==> src/ipv4_ttl_params.svh <==
/* Header geometry, expected IPv4 field values and pipeline latency */

`ifndef IPV4_TTL_PARAMS_SVH
`define IPV4_TTL_PARAMS_SVH

////////////////////////////////////////////////////////////
// Header geometry
////////////////////////////////////////////////////////////

`define IPV4_HDR_BYTES 20
// 16-bit words covered by the checksum
`define IPV4_HDR_WORDS (`IPV4_HDR_BYTES / 2)

////////////////////////////////////////////////////////////
// Field values
////////////////////////////////////////////////////////////

`define IPV4_VERSION 4'd4
// IHL counts 32-bit words, no options supported
`define IPV4_IHL 4'd5
// Largest TTL that must not be forwarded
`define TTL_EXPIRE_LIMIT 8'd1

// Input pulse to output pulse, in cycles
`define ENGINE_LATENCY 3

`endif
==> src/ipv4_ttl_pkg.sv <==
/* Header field struct, field/word union and drop reason enum */

`include "ipv4_ttl_params.svh"

package ipv4_ttl_pkg;

    ////////////////////////////////////////////////////////////
    // Header layout
    ////////////////////////////////////////////////////////////

    // Network order, version sits in the top bits
    typedef struct packed {
        logic [3:0]  version;
        logic [3:0]  ihl;
        logic [7:0]  tos;
        logic [15:0] total_length;
        logic [15:0] ident;
        logic [15:0] flags_frag;
        logic [7:0]  ttl;
        logic [7:0]  protocol;
        logic [15:0] hdr_chk;
        logic [31:0] src_addr;
        logic [31:0] dst_addr;
    } ipv4_header_fields_t;

    // Word view for checksum arithmetic
    // words[9] holds version/ihl/tos, words[5] ttl/protocol, words[4] hdr_chk
    typedef union packed {
        ipv4_header_fields_t                fields;
        logic [`IPV4_HDR_WORDS-1:0][15:0]   words;
    } ipv4_header_t;

    ////////////////////////////////////////////////////////////
    // Forwarding result
    ////////////////////////////////////////////////////////////

    typedef enum logic [1:0] {
        drop_none         = 2'd0,
        drop_bad_format   = 2'd1,
        drop_bad_checksum = 2'd2,
        drop_ttl_expired  = 2'd3
    } drop_reason_t;

endpackage

==> src/ipv4_ttl_engine.sv <==
/* IPv4 forwarding header engine top: capture, check, update, output */

`timescale 1ns/1ps

`include "ipv4_ttl_params.svh"

module ipv4_ttl_engine (
    input  logic                       core_clk_ifc,
    input  logic                       reset,
    input  logic                       in_valid,
    input  ipv4_ttl_pkg::ipv4_header_t in_header,
    output logic                       out_valid,
    output ipv4_ttl_pkg::ipv4_header_t out_header,
    output logic                       out_forward,
    output ipv4_ttl_pkg::drop_reason_t out_reason
);

    import ipv4_ttl_pkg::*;

    logic         cap_valid;
    ipv4_header_t cap_header;
    logic         cap_format_ok;
    logic         chk_valid;
    logic         chk_ok;
    logic         chk_format_ok;
    ipv4_header_t upd_header;
    logic         upd_expired;

    ////////////////////////////////////////////////////////////
    // Stages
    ////////////////////////////////////////////////////////////

    ipv4_header_capture u_capture (
        .core_clk_ifc  (core_clk_ifc),
        .reset         (reset),
        .in_valid      (in_valid),
        .in_header     (in_header),
        .cap_valid     (cap_valid),
        .cap_header    (cap_header),
        .cap_format_ok (cap_format_ok)
    );

    // Check and update run side by side on the captured header
    ipv4_checksum_check u_check (
        .core_clk_ifc  (core_clk_ifc),
        .reset         (reset),
        .cap_valid     (cap_valid),
        .cap_header    (cap_header),
        .cap_format_ok (cap_format_ok),
        .chk_valid     (chk_valid),
        .chk_ok        (chk_ok),
        .chk_format_ok (chk_format_ok)
    );

    ipv4_ttl_update u_update (
        .core_clk_ifc (core_clk_ifc),
        .reset        (reset),
        .cap_valid    (cap_valid),
        .cap_header   (cap_header),
        .upd_header   (upd_header),
        .upd_expired  (upd_expired)
    );

    ipv4_forward_out u_out (
        .core_clk_ifc  (core_clk_ifc),
        .reset         (reset),
        .chk_valid     (chk_valid),
        .chk_ok        (chk_ok),
        .chk_format_ok (chk_format_ok),
        .upd_header    (upd_header),
        .upd_expired   (upd_expired),
        .out_valid     (out_valid),
        .out_header    (out_header),
        .out_forward   (out_forward),
        .out_reason    (out_reason)
    );

    // Fixed latency through all three register stages
    a_latency: assert property (
        @(posedge core_clk_ifc) disable iff (reset)
        in_valid |-> ##`ENGINE_LATENCY out_valid
    ) else $error("out_valid missing after input pulse");

endmodule

==> src/ipv4_forward_out.sv <==
/* Output stage: prioritized drop reason and forward decision register */

`timescale 1ns/1ps

module ipv4_forward_out (
    input  logic                       core_clk_ifc,
    input  logic                       reset,
    input  logic                       chk_valid,
    input  logic                       chk_ok,
    input  logic                       chk_format_ok,
    input  ipv4_ttl_pkg::ipv4_header_t upd_header,
    input  logic                       upd_expired,
    output logic                       out_valid,
    output ipv4_ttl_pkg::ipv4_header_t out_header,
    output logic                       out_forward,
    output ipv4_ttl_pkg::drop_reason_t out_reason
);

    import ipv4_ttl_pkg::*;

    drop_reason_t reason;

    // Format first, then checksum, then TTL
    always_comb begin
        if (!chk_format_ok) begin
            reason = drop_bad_format;
        end else if (!chk_ok) begin
            reason = drop_bad_checksum;
        end else if (upd_expired) begin
            reason = drop_ttl_expired;
        end else begin
            reason = drop_none;
        end
    end

    ////////////////////////////////////////////////////////////
    // Decision registers
    ////////////////////////////////////////////////////////////

    always_ff @(posedge core_clk_ifc) begin
        if (reset) begin
            out_valid   <= 1'b0;
            out_forward <= 1'b0;
        end else begin
            out_valid <= chk_valid;
            if (chk_valid) begin
                out_forward <= (reason == drop_none);
            end
        end
    end

    always_ff @(posedge core_clk_ifc) begin
        if (chk_valid) begin
            out_reason <= reason;
            out_header <= upd_header;
        end
    end

    a_forward_clean: assert property (
        @(posedge core_clk_ifc) disable iff (reset)
        out_forward |-> out_reason == drop_none
    ) else $error("forwarded packet carries a drop reason");

endmodule

==> src/ipv4_ttl_update.sv <==
/* TTL decrement with incremental checksum patch and TTL expiry test */

`timescale 1ns/1ps

`include "ipv4_ttl_params.svh"

module ipv4_ttl_update (
    input  logic                       core_clk_ifc,
    input  logic                       reset,
    input  logic                       cap_valid,
    input  ipv4_ttl_pkg::ipv4_header_t cap_header,
    output ipv4_ttl_pkg::ipv4_header_t upd_header,
    output logic                       upd_expired
);

    import ipv4_ttl_pkg::*;

    // Word holding ttl in the high byte and protocol in the low byte
    localparam int TTL_PROTO_WORD = 5;

    logic         expired;
    logic [7:0]   new_ttl;
    logic [15:0]  new_word;
    logic [17:0]  patch_sum;
    logic [16:0]  patch_once;
    logic [15:0]  patch_twice;
    ipv4_header_t next_header;

    ////////////////////////////////////////////////////////////
    // Incremental checksum HC' = ~(~HC + ~m + m')
    ////////////////////////////////////////////////////////////

    always_comb begin
        expired  = (cap_header.fields.ttl <= `TTL_EXPIRE_LIMIT);
        new_ttl  = cap_header.fields.ttl - 8'd1;
        new_word = {new_ttl, cap_header.fields.protocol};

        patch_sum = {2'b00, ~cap_header.fields.hdr_chk} +
                    {2'b00, ~cap_header.words[TTL_PROTO_WORD]} +
                    18'(new_word);
        patch_once  = 17'(patch_sum[15:0]) + 17'(patch_sum[17:16]);
        patch_twice = patch_once[15:0] + 16'(patch_once[16]);

        // Expired headers leave untouched
        next_header = cap_header;
        if (!expired) begin
            next_header.fields.ttl     = new_ttl;
            next_header.fields.hdr_chk = ~patch_twice;
        end
    end

    ////////////////////////////////////////////////////////////
    // Output registers aligned with chk_valid
    ////////////////////////////////////////////////////////////

    always_ff @(posedge core_clk_ifc) begin
        if (reset) begin
            upd_expired <= 1'b0;
        end else if (cap_valid) begin
            upd_expired <= expired;
        end
    end

    always_ff @(posedge core_clk_ifc) begin
        if (cap_valid) begin
            upd_header <= next_header;
        end
    end

    // Forwarded header leaves with exactly one hop less
    a_ttl_decrement: assert property (
        @(posedge core_clk_ifc) disable iff (reset)
        cap_valid && !expired |=>
            upd_header.fields.ttl == $past(cap_header.fields.ttl) - 8'd1
    ) else $error("forwarded TTL not decremented by one");

endmodule

==> src/ipv4_checksum_check.sv <==
/* Header checksum verification by one's-complement sum of all ten words */

`timescale 1ns/1ps

`include "ipv4_ttl_params.svh"

module ipv4_checksum_check (
    input  logic                       core_clk_ifc,
    input  logic                       reset,
    input  logic                       cap_valid,
    input  ipv4_ttl_pkg::ipv4_header_t cap_header,
    input  logic                       cap_format_ok,
    output logic                       chk_valid,
    output logic                       chk_ok,
    output logic                       chk_format_ok
);

    // Room for the carries of all words before folding
    localparam int SUM_W = 16 + $clog2(`IPV4_HDR_WORDS);

    logic [SUM_W-1:0] word_sum;
    logic [16:0]      fold_once;
    logic [15:0]      fold_twice;
    logic             sum_ok;

    ////////////////////////////////////////////////////////////
    // One's-complement sum
    ////////////////////////////////////////////////////////////

    always_comb begin
        word_sum = '0;
        for (int i = 0; i < `IPV4_HDR_WORDS; i++) begin
            word_sum = word_sum + SUM_W'(cap_header.words[i]);
        end
        // End-around carry, second fold catches the carry of the first
        fold_once  = 17'(word_sum[15:0]) + 17'(word_sum[SUM_W-1:16]);
        fold_twice = fold_once[15:0] + 16'(fold_once[16]);
    end

    // A correct header including its checksum sums to all ones
    assign sum_ok = (fold_twice == 16'hffff);

    ////////////////////////////////////////////////////////////
    // Result registers
    ////////////////////////////////////////////////////////////

    always_ff @(posedge core_clk_ifc) begin
        if (reset) begin
            chk_valid <= 1'b0;
        end else begin
            chk_valid <= cap_valid;
        end
    end

    always_ff @(posedge core_clk_ifc) begin
        if (cap_valid) begin
            chk_ok        <= sum_ok;
            chk_format_ok <= cap_format_ok;
        end
    end

endmodule

==> src/ipv4_header_capture.sv <==
/* Input register stage with version and IHL check */

`timescale 1ns/1ps

`include "ipv4_ttl_params.svh"

module ipv4_header_capture (
    input  logic                       core_clk_ifc,
    input  logic                       reset,
    input  logic                       in_valid,
    input  ipv4_ttl_pkg::ipv4_header_t in_header,
    output logic                       cap_valid,
    output ipv4_ttl_pkg::ipv4_header_t cap_header,
    output logic                       cap_format_ok
);

    logic format_ok;

    // Only plain 20-byte IPv4 headers are handled
    assign format_ok = (in_header.fields.version == `IPV4_VERSION) &&
                       (in_header.fields.ihl == `IPV4_IHL);

    ////////////////////////////////////////////////////////////
    // Capture registers
    ////////////////////////////////////////////////////////////

    always_ff @(posedge core_clk_ifc) begin
        if (reset) begin
            cap_valid <= 1'b0;
        end else begin
            cap_valid <= in_valid;
        end
    end

    // Header and flag only move on a new pulse
    always_ff @(posedge core_clk_ifc) begin
        if (in_valid) begin
            cap_header    <= in_header;
            cap_format_ok <= format_ok;
        end
    end

    ////////////////////////////////////////////////////////////
    // Checks
    ////////////////////////////////////////////////////////////

    // An X on the pulse would corrupt every stage downstream
    a_in_valid_known: assert property (
        @(posedge core_clk_ifc) disable iff (reset)
        !$isunknown(in_valid)
    ) else $error("in_valid is unknown");

endmodule

==> config.mk <==
export PLATFORM = sky130hd
export DESIGN_NAME = ipv4_ttl_engine
export DESIGN_NICKNAME = d
export VERILOG_FILES = /design/src/ipv4_ttl_pkg.sv /design/src/ipv4_ttl_engine.sv /design/src/ipv4_forward_out.sv /design/src/ipv4_ttl_update.sv /design/src/ipv4_checksum_check.sv /design/src/ipv4_header_capture.sv
export VERILOG_INCLUDE_DIRS = /design/src
export SDC_FILE = /design/constraint.sdc
export NUM_CORES = 1
export LEC_CHECK = 0
export BUFFER_PORTS_ARGS = -buffer_cell sky130_fd_sc_hd__buf_2
export CAP_MARGIN = 25
export CORE_MARGIN = 2
export CORE_UTILIZATION = 45
export DETAILED_ROUTE_END_ITERATION = 10
export PLACE_DENSITY = 0.79
export SKIP_CTS_REPAIR_TIMING = 1
export SKIP_LAST_GASP = 1
export SYNTH_ARGS = -nofsm -noshare
export SYNTH_HDL_FRONTEND = slang
export SYNTH_SLANG_ARGS = --single-unit
==> constraint.sdc <==
create_clock -name core_clk_ifc -period 8.3 [get_ports core_clk_ifc]
set_clock_uncertainty 0.15 [all_clocks]
set_input_delay 2.49 -clock core_clk_ifc [delete_from_list [all_inputs] [get_ports core_clk_ifc]]
set_output_delay 2.49 -clock core_clk_ifc [all_outputs]
set_load 0.02 [all_outputs]
==> Word level (Yosys, flattened, before mapping) <==
Index checks and enable logic that the tools add are counted.
{ "classes": {"reduce_logical": 2, "bitwise_logic": 3, "n_lt_le_gt_ge": 1, "muxes": 5, "n_eq_ne": 3, "add_sub_neg": 16} }
{ "ops": {"columns": ["op", "n"], "rows": [
  ["adder 20 x 16 -> 20 bit", 8],
  ["inverter 16 bit", 3],
  ["adder 16 x 16 -> 17 bit", 2],
  ["adder 16 x 1 -> 16 bit", 2],
  ["adder 18 x 16 -> 18 bit", 1],
  ["adder 16 x 2 -> 17 bit", 1],
  ["adder 16 x 4 -> 17 bit", 1],
  ["equality test 16 bit, second input constant", 1],
  ["2-to-1 mux 16 bit", 1],
  ["equality test 4 x 3 -> 1 bit, second input constant", 2],
  ["less-or-equal comparator 8 x 1 -> 1 bit, second input constant", 1],
  ["2-to-1 mux 8 bit", 1],
  ["subtractor 8 x 1 -> 8 bit, second input constant", 1],
  ["2-to-1 mux 2 bit", 3],
  ["zero test 2 bit", 1],
  ["logical AND 1 bit", 1]
]} }
{ "word_totals": {"elab_cells": 42, "regBits": 490, "inputBits": 163} }

==> Depth between registers and ports, before layout <==
{ "depth": {"depth_word": 12, "depth_mapped": 45} }

==> Hierarchy <==
A second synthesis with hierarchy kept.
{ "unflattened": {"cells_unflattened": 1310, "hier_area_um2": 21904.8} }
{ "modules_own_cells": {"columns": ["mod", "cells_per_inst", "seq_area_each_um2", "instances", "area_each_um2"], "rows": [
  ["ipv4_ttl_update", 503, 4824.6, 1, 7353.3],
  ["ipv4_forward_out", 172, 4904.7, 1, 4949.7],
  ["ipv4_header_capture", 166, 4854.7, 1, 4884.7],
  ["ipv4_checksum_check", 469, 80.1, 1, 4717.0]
]} }

==> Worst setup path after synthesis <==
No wires, ideal clock.
{ "synth_path": {"kind": "reg2reg", "startpoint": "register u_capture.cap_header[0] in the netlist's numbering", "endpoint": "register u_check.chk_ok, data pin", "stages_incl_launch_ff": 46, "path_buffers": 0, "slack_ps": -757, "required_time_ps": 7943, "setup_ps": 207, "arrival_ps": 8700, "cell_sequence": "edfxtp_1 ha_1 inv_1 fa_1 nor2b_1 o21ai_0 a21boi_0 o21a_1 o21ai_0 a21boi_0 nor2_1 xnor2_1 fa_1 inv_1 fa_1 fa_1 fa_1 inv_1 [10 not listed] ha_1 inv_1 fa_1 nor2b_1 o21ai_0 nand2b_1 nand4_1 nor2_1 nand2_1 nor4_1 ha_1 ha_1 nand2_1 mux2i_1 a22oi_1 o21ai_0 nand4_1 a2111oi_0"} }
{ "synth_between": {"elab_chain_len": 12} }
{ "synth_rtl": {"columns": ["element", "line_no", "rtl"], "rows": [
  ["from (decl)", "ipv4_header_capture.sv:13", "output ipv4_ttl_pkg::ipv4_header_t cap_header,"],
  ["from (signal assigned)", "ipv4_header_capture.sv:38", "cap_header <= in_header;"],
  ["adder 16 x 16 -> 17 bit", "ipv4_checksum_check.sv:33", "word_sum = word_sum + SUM_W'(cap_header.words[i]);"],
  ["adder 20 x 16 -> 20 bit (8 in a row)", "ipv4_checksum_check.sv:33", null],
  ["adder 16 x 4 -> 17 bit", "ipv4_checksum_check.sv:36", "fold_once = 17'(word_sum[15:0]) + 17'(word_sum[SUM_W-1:16]);"],
  ["adder 16 x 1 -> 16 bit", "ipv4_checksum_check.sv:37", "fold_twice = fold_once[15:0] + 16'(fold_once[16]);"],
  ["equality test 16 bit", "ipv4_checksum_check.sv:41", "assign sum_ok = (fold_twice == 16'hffff);"],
  ["named net u_check.sum_ok", "ipv4_checksum_check.sv:24", "logic sum_ok;"],
  ["to (signal assigned)", "ipv4_checksum_check.sv:57", "chk_ok <= sum_ok;"],
  ["to (decl)", "ipv4_checksum_check.sv:14", "output logic chk_ok,"]
]} }
The timed path passes the listed nets, and every way through them passes these cells.
A chain may end at the register's enable or synchronous reset.

==> Worst setup path in the final report <==
{ "layout_path": {"startpoint": "register u_capture.cap_header[1] in the netlist's numbering", "endpoint": "register u_check.chk_ok, data pin"} }
The elaborated chain is that of the path after synthesis.

==> impl_metrics.json <==
{
  "status": "finished with violations",
  "failed_checks": "setup timing",
  "path_max_fanout": 3,
  "cts_made_buffers": 49,
  "synth_nets": 1771,
  "clk_path_buf_depth": 3,
  "syn-cell-area_mm2": 0.0222,
  "placed_cell_area_mm2": 0.0254,
  "routed_wire_length_per_instance_um": 19.7,
  "final_util_pct": 55.6,
  "clk_latency_ns": 0.59,
  "io_buffers": 326,
  "wl_mm": 50.9,
  "yosysSeqAreaShare_pct": 66.0,
  "final_common_cell": "edfxtp_1",
  "cp-end-kind": "flop",
  "fmax_mhz": 111,
  "drc": 0,
  "root_buffer": "clkbuf_16",
  "drive_above_1_share_pct": 29.6,
  "die_area_mm2": 0.0511,
  "dp_slack_ns": -1.12,
  "mostFrequentLayoutCells": "485 x edfxtp_1, 325 x buf_2, 177 x inv_1",
  "rows": 81,
  "avgViaCountPerCell": 5.05,
  "syn_to_final_growth_pct": 22.4,
  "synthCells": 1411,
  "grt_pass1_vias": 13400,
  "finalSetupViolations": 1,
  "stdcell_count": 2588,
  "critPathLaunchType": "flop",
  "grt_start_max_net_pins": 104,
  "critPathKind": "flop to flop",
  "synthFlopType": "edfxtp_1",
  "place.gp.congestion": 0.876,
  "pin_count": 327,
  "syn_avg_cell_area_um2": 15.7,
  "clk_pin_slew_ns": 0.06,
  "async_flop_share_pct": 0,
  "hp-class": "flop to flop",
  "cp.required_ns": 8.54,
  "start_util_pct": 45.5,
  "chipHeight_um": 226,
  "fin_crit_sh_pct": 108,
  "dp.cells": 2477,
  "chipWidth_um": 226,
  "rsz0062_at_grt": "yes",
  "cts.htree.levels": 2,
  "ant_nets": 0,
  "dpl.hpwl_mm": 38.9,
  "cpMaxStageDelayCell": "fa_1",
  "slew_violations": 0,
  "grtUsageTotal_pct": 19.9,
  "arrival_ns": 9.22,
  "synth.ff_latch_count": 490,
  "tightest_slew_ns": 0.992,
  "first_pass_iters": 5,
  "synth.distinct_cells": 82,
  "nFillCells": 3868,
  "finalHoldViolCount": 0,
  "synth-edff-count": 485,
  "final.min_clock_period_ns": 8.98,
  "cap_violations": 0,
  "grt_overflow": 0,
  "fin_ws_ns": -0.684,
  "initialDrtViolationCount": 986,
  "core_area_mm2": 0.0488,
  "slew_headroom_pct": 33.8,
  "cts.sinks": 490,
  "yosys_warnings": 0,
  "critPathMaxStageDelay_ns": 0.55,
  "fin_nets": 2233,
  "dr_total_vias": 13100,
  "cts_tree": "yes",
  "grt_pass1_wl_mm": 75.0,
  "finalInstanceArea_mm2": 0.0272,
  "antenna_found_initial": 15
}
[per-stage QoR]
stage | setup TNS (ns) | hold WS (ns)
floorplan | 0 | 0.250
global placement | -0.624 | 0.251
detailed placement | -1.12 | 0.255
CTS | -1.07 | 0.260
global route | -1.37 | 0.270
finish | -0.684 | 0.260
[sequential cells by signal (all words and copies together), names as in the netlist, 2 cells and up]
name,count
u_capture.cap_header,160
u_out.out_header,160
u_update.upd_header,160
u_out.out_reason,2
[metal layers]
metal  global-route usage (%)  vias to the layer above  wire length, um
li1                         -                     6039                -
met1                     23.7                     6445            18900
met2                     34.9                      476            26600
met3                     4.02                       98             3510
met4                     8.68                        8             1920
met5                        0                        -               57
[layout make-up]
class,instances,area (um2),area share (%)
inverters,181,679,2.50
well taps,664,831,3.06
repair buffers,424,2390,8.81
multi-input cells,727,6980,25.7
flip-flops and latches,490,14700,54.0
clock inverters,31,328,1.21
clock buffers,60,1270,4.66
diodes,11,27.5,0.101
[cell usage after synthesis, types with 3 or more instances]
| cell type | count | area share, % |
|---|---|---|
| nand2_1 | 49 | 0.83 |
| edfxtp_1 | 485 | 66 |
| o2111ai_1 | 5 | 0.20 |
| o31ai_1 | 3 | 0.10 |
| buf_2 | 6 | 0.14 |
| clkbuf_1 | 6 | 0.10 |
| nor3_1 | 18 | 0.41 |
| fa_1 | 116 | 10 |
| nand4_1 | 9 | 0.25 |
| nand3b_1 | 4 | 0.14 |
| nor4_2 | 3 | 0.17 |
| nand3_1 | 31 | 0.70 |
| xnor2_1 | 63 | 2.5 |
| o21bai_1 | 8 | 0.27 |
| a311oi_1 | 3 | 0.12 |
| nor2_1 | 55 | 0.93 |
| nor2b_1 | 14 | 0.39 |
| a21o_1 | 16 | 0.54 |
| or3_1 | 6 | 0.17 |
| a211oi_1 | 5 | 0.17 |
| a2111oi_0 | 3 | 0.12 |
| a21boi_0 | 3 | 0.10 |
| a31oi_1 | 6 | 0.17 |
| nor4_1 | 5 | 0.14 |
| nand2b_1 | 7 | 0.20 |
| dfxtp_1 | 5 | 0.45 |
| a211o_1 | 4 | 0.16 |
| o211ai_1 | 8 | 0.27 |
| o21ai_0 | 34 | 0.77 |
| xor2_1 | 25 | 0.99 |
| inv_1 | 181 | 3.1 |
| o21a_1 | 6 | 0.20 |
| and2_1 | 11 | 0.31 |
| mux2i_1 | 4 | 0.18 |
| o21ai_1 | 4 | 0.090 |
| a21oi_1 | 59 | 1.3 |
| ha_1 | 81 | 4.6 |
[cell families after synthesis]
logic type,share of synthesized area [%]
AOI/OAI and AO/OA,6.04
xor gates and xnor gates,3.47
adders and majority gates,15.1
buffers and inverters,3.33
DFF,66.0
muxes,0.344
and+or+nand+nor,5.71
[worst max-delay path: cells and delay by family, from the launching register on]
kind / cells / cell delay [ns]
adders and majority gates: 9 / 3.44
xor gates and xnor gates: 2 / 0.34
AOI/OAI and AO/OA: 15 / 2.33
buffers and inverters: 5 / 0.48
DFF: 1 / 0.42
and+or+nand+nor: 11 / 1.51
muxes: 1 / 0.12
[worst paths after layout]
path,from,endpoint,slack (ns),cells past startpoint
max,u_capture.cap_header[1]$_DFFE_PP_,u_check.chk_ok$_DFFE_PP_,-0.68,43
min,u_update.upd_header[138]$_DFFE_PP_,u_out.out_header[138]$_DFFE_PP_,0.26,0
max reg2reg,u_capture.cap_header[1]$_DFFE_PP_,u_check.chk_ok$_DFFE_PP_,-0.68,43
min reg2reg,u_update.upd_header[138]$_DFFE_PP_,u_out.out_header[138]$_DFFE_PP_,0.26,0
Power is not shown: default switching activity piles up to over one toggle a cycle in this logic, so the estimate is an artifact.
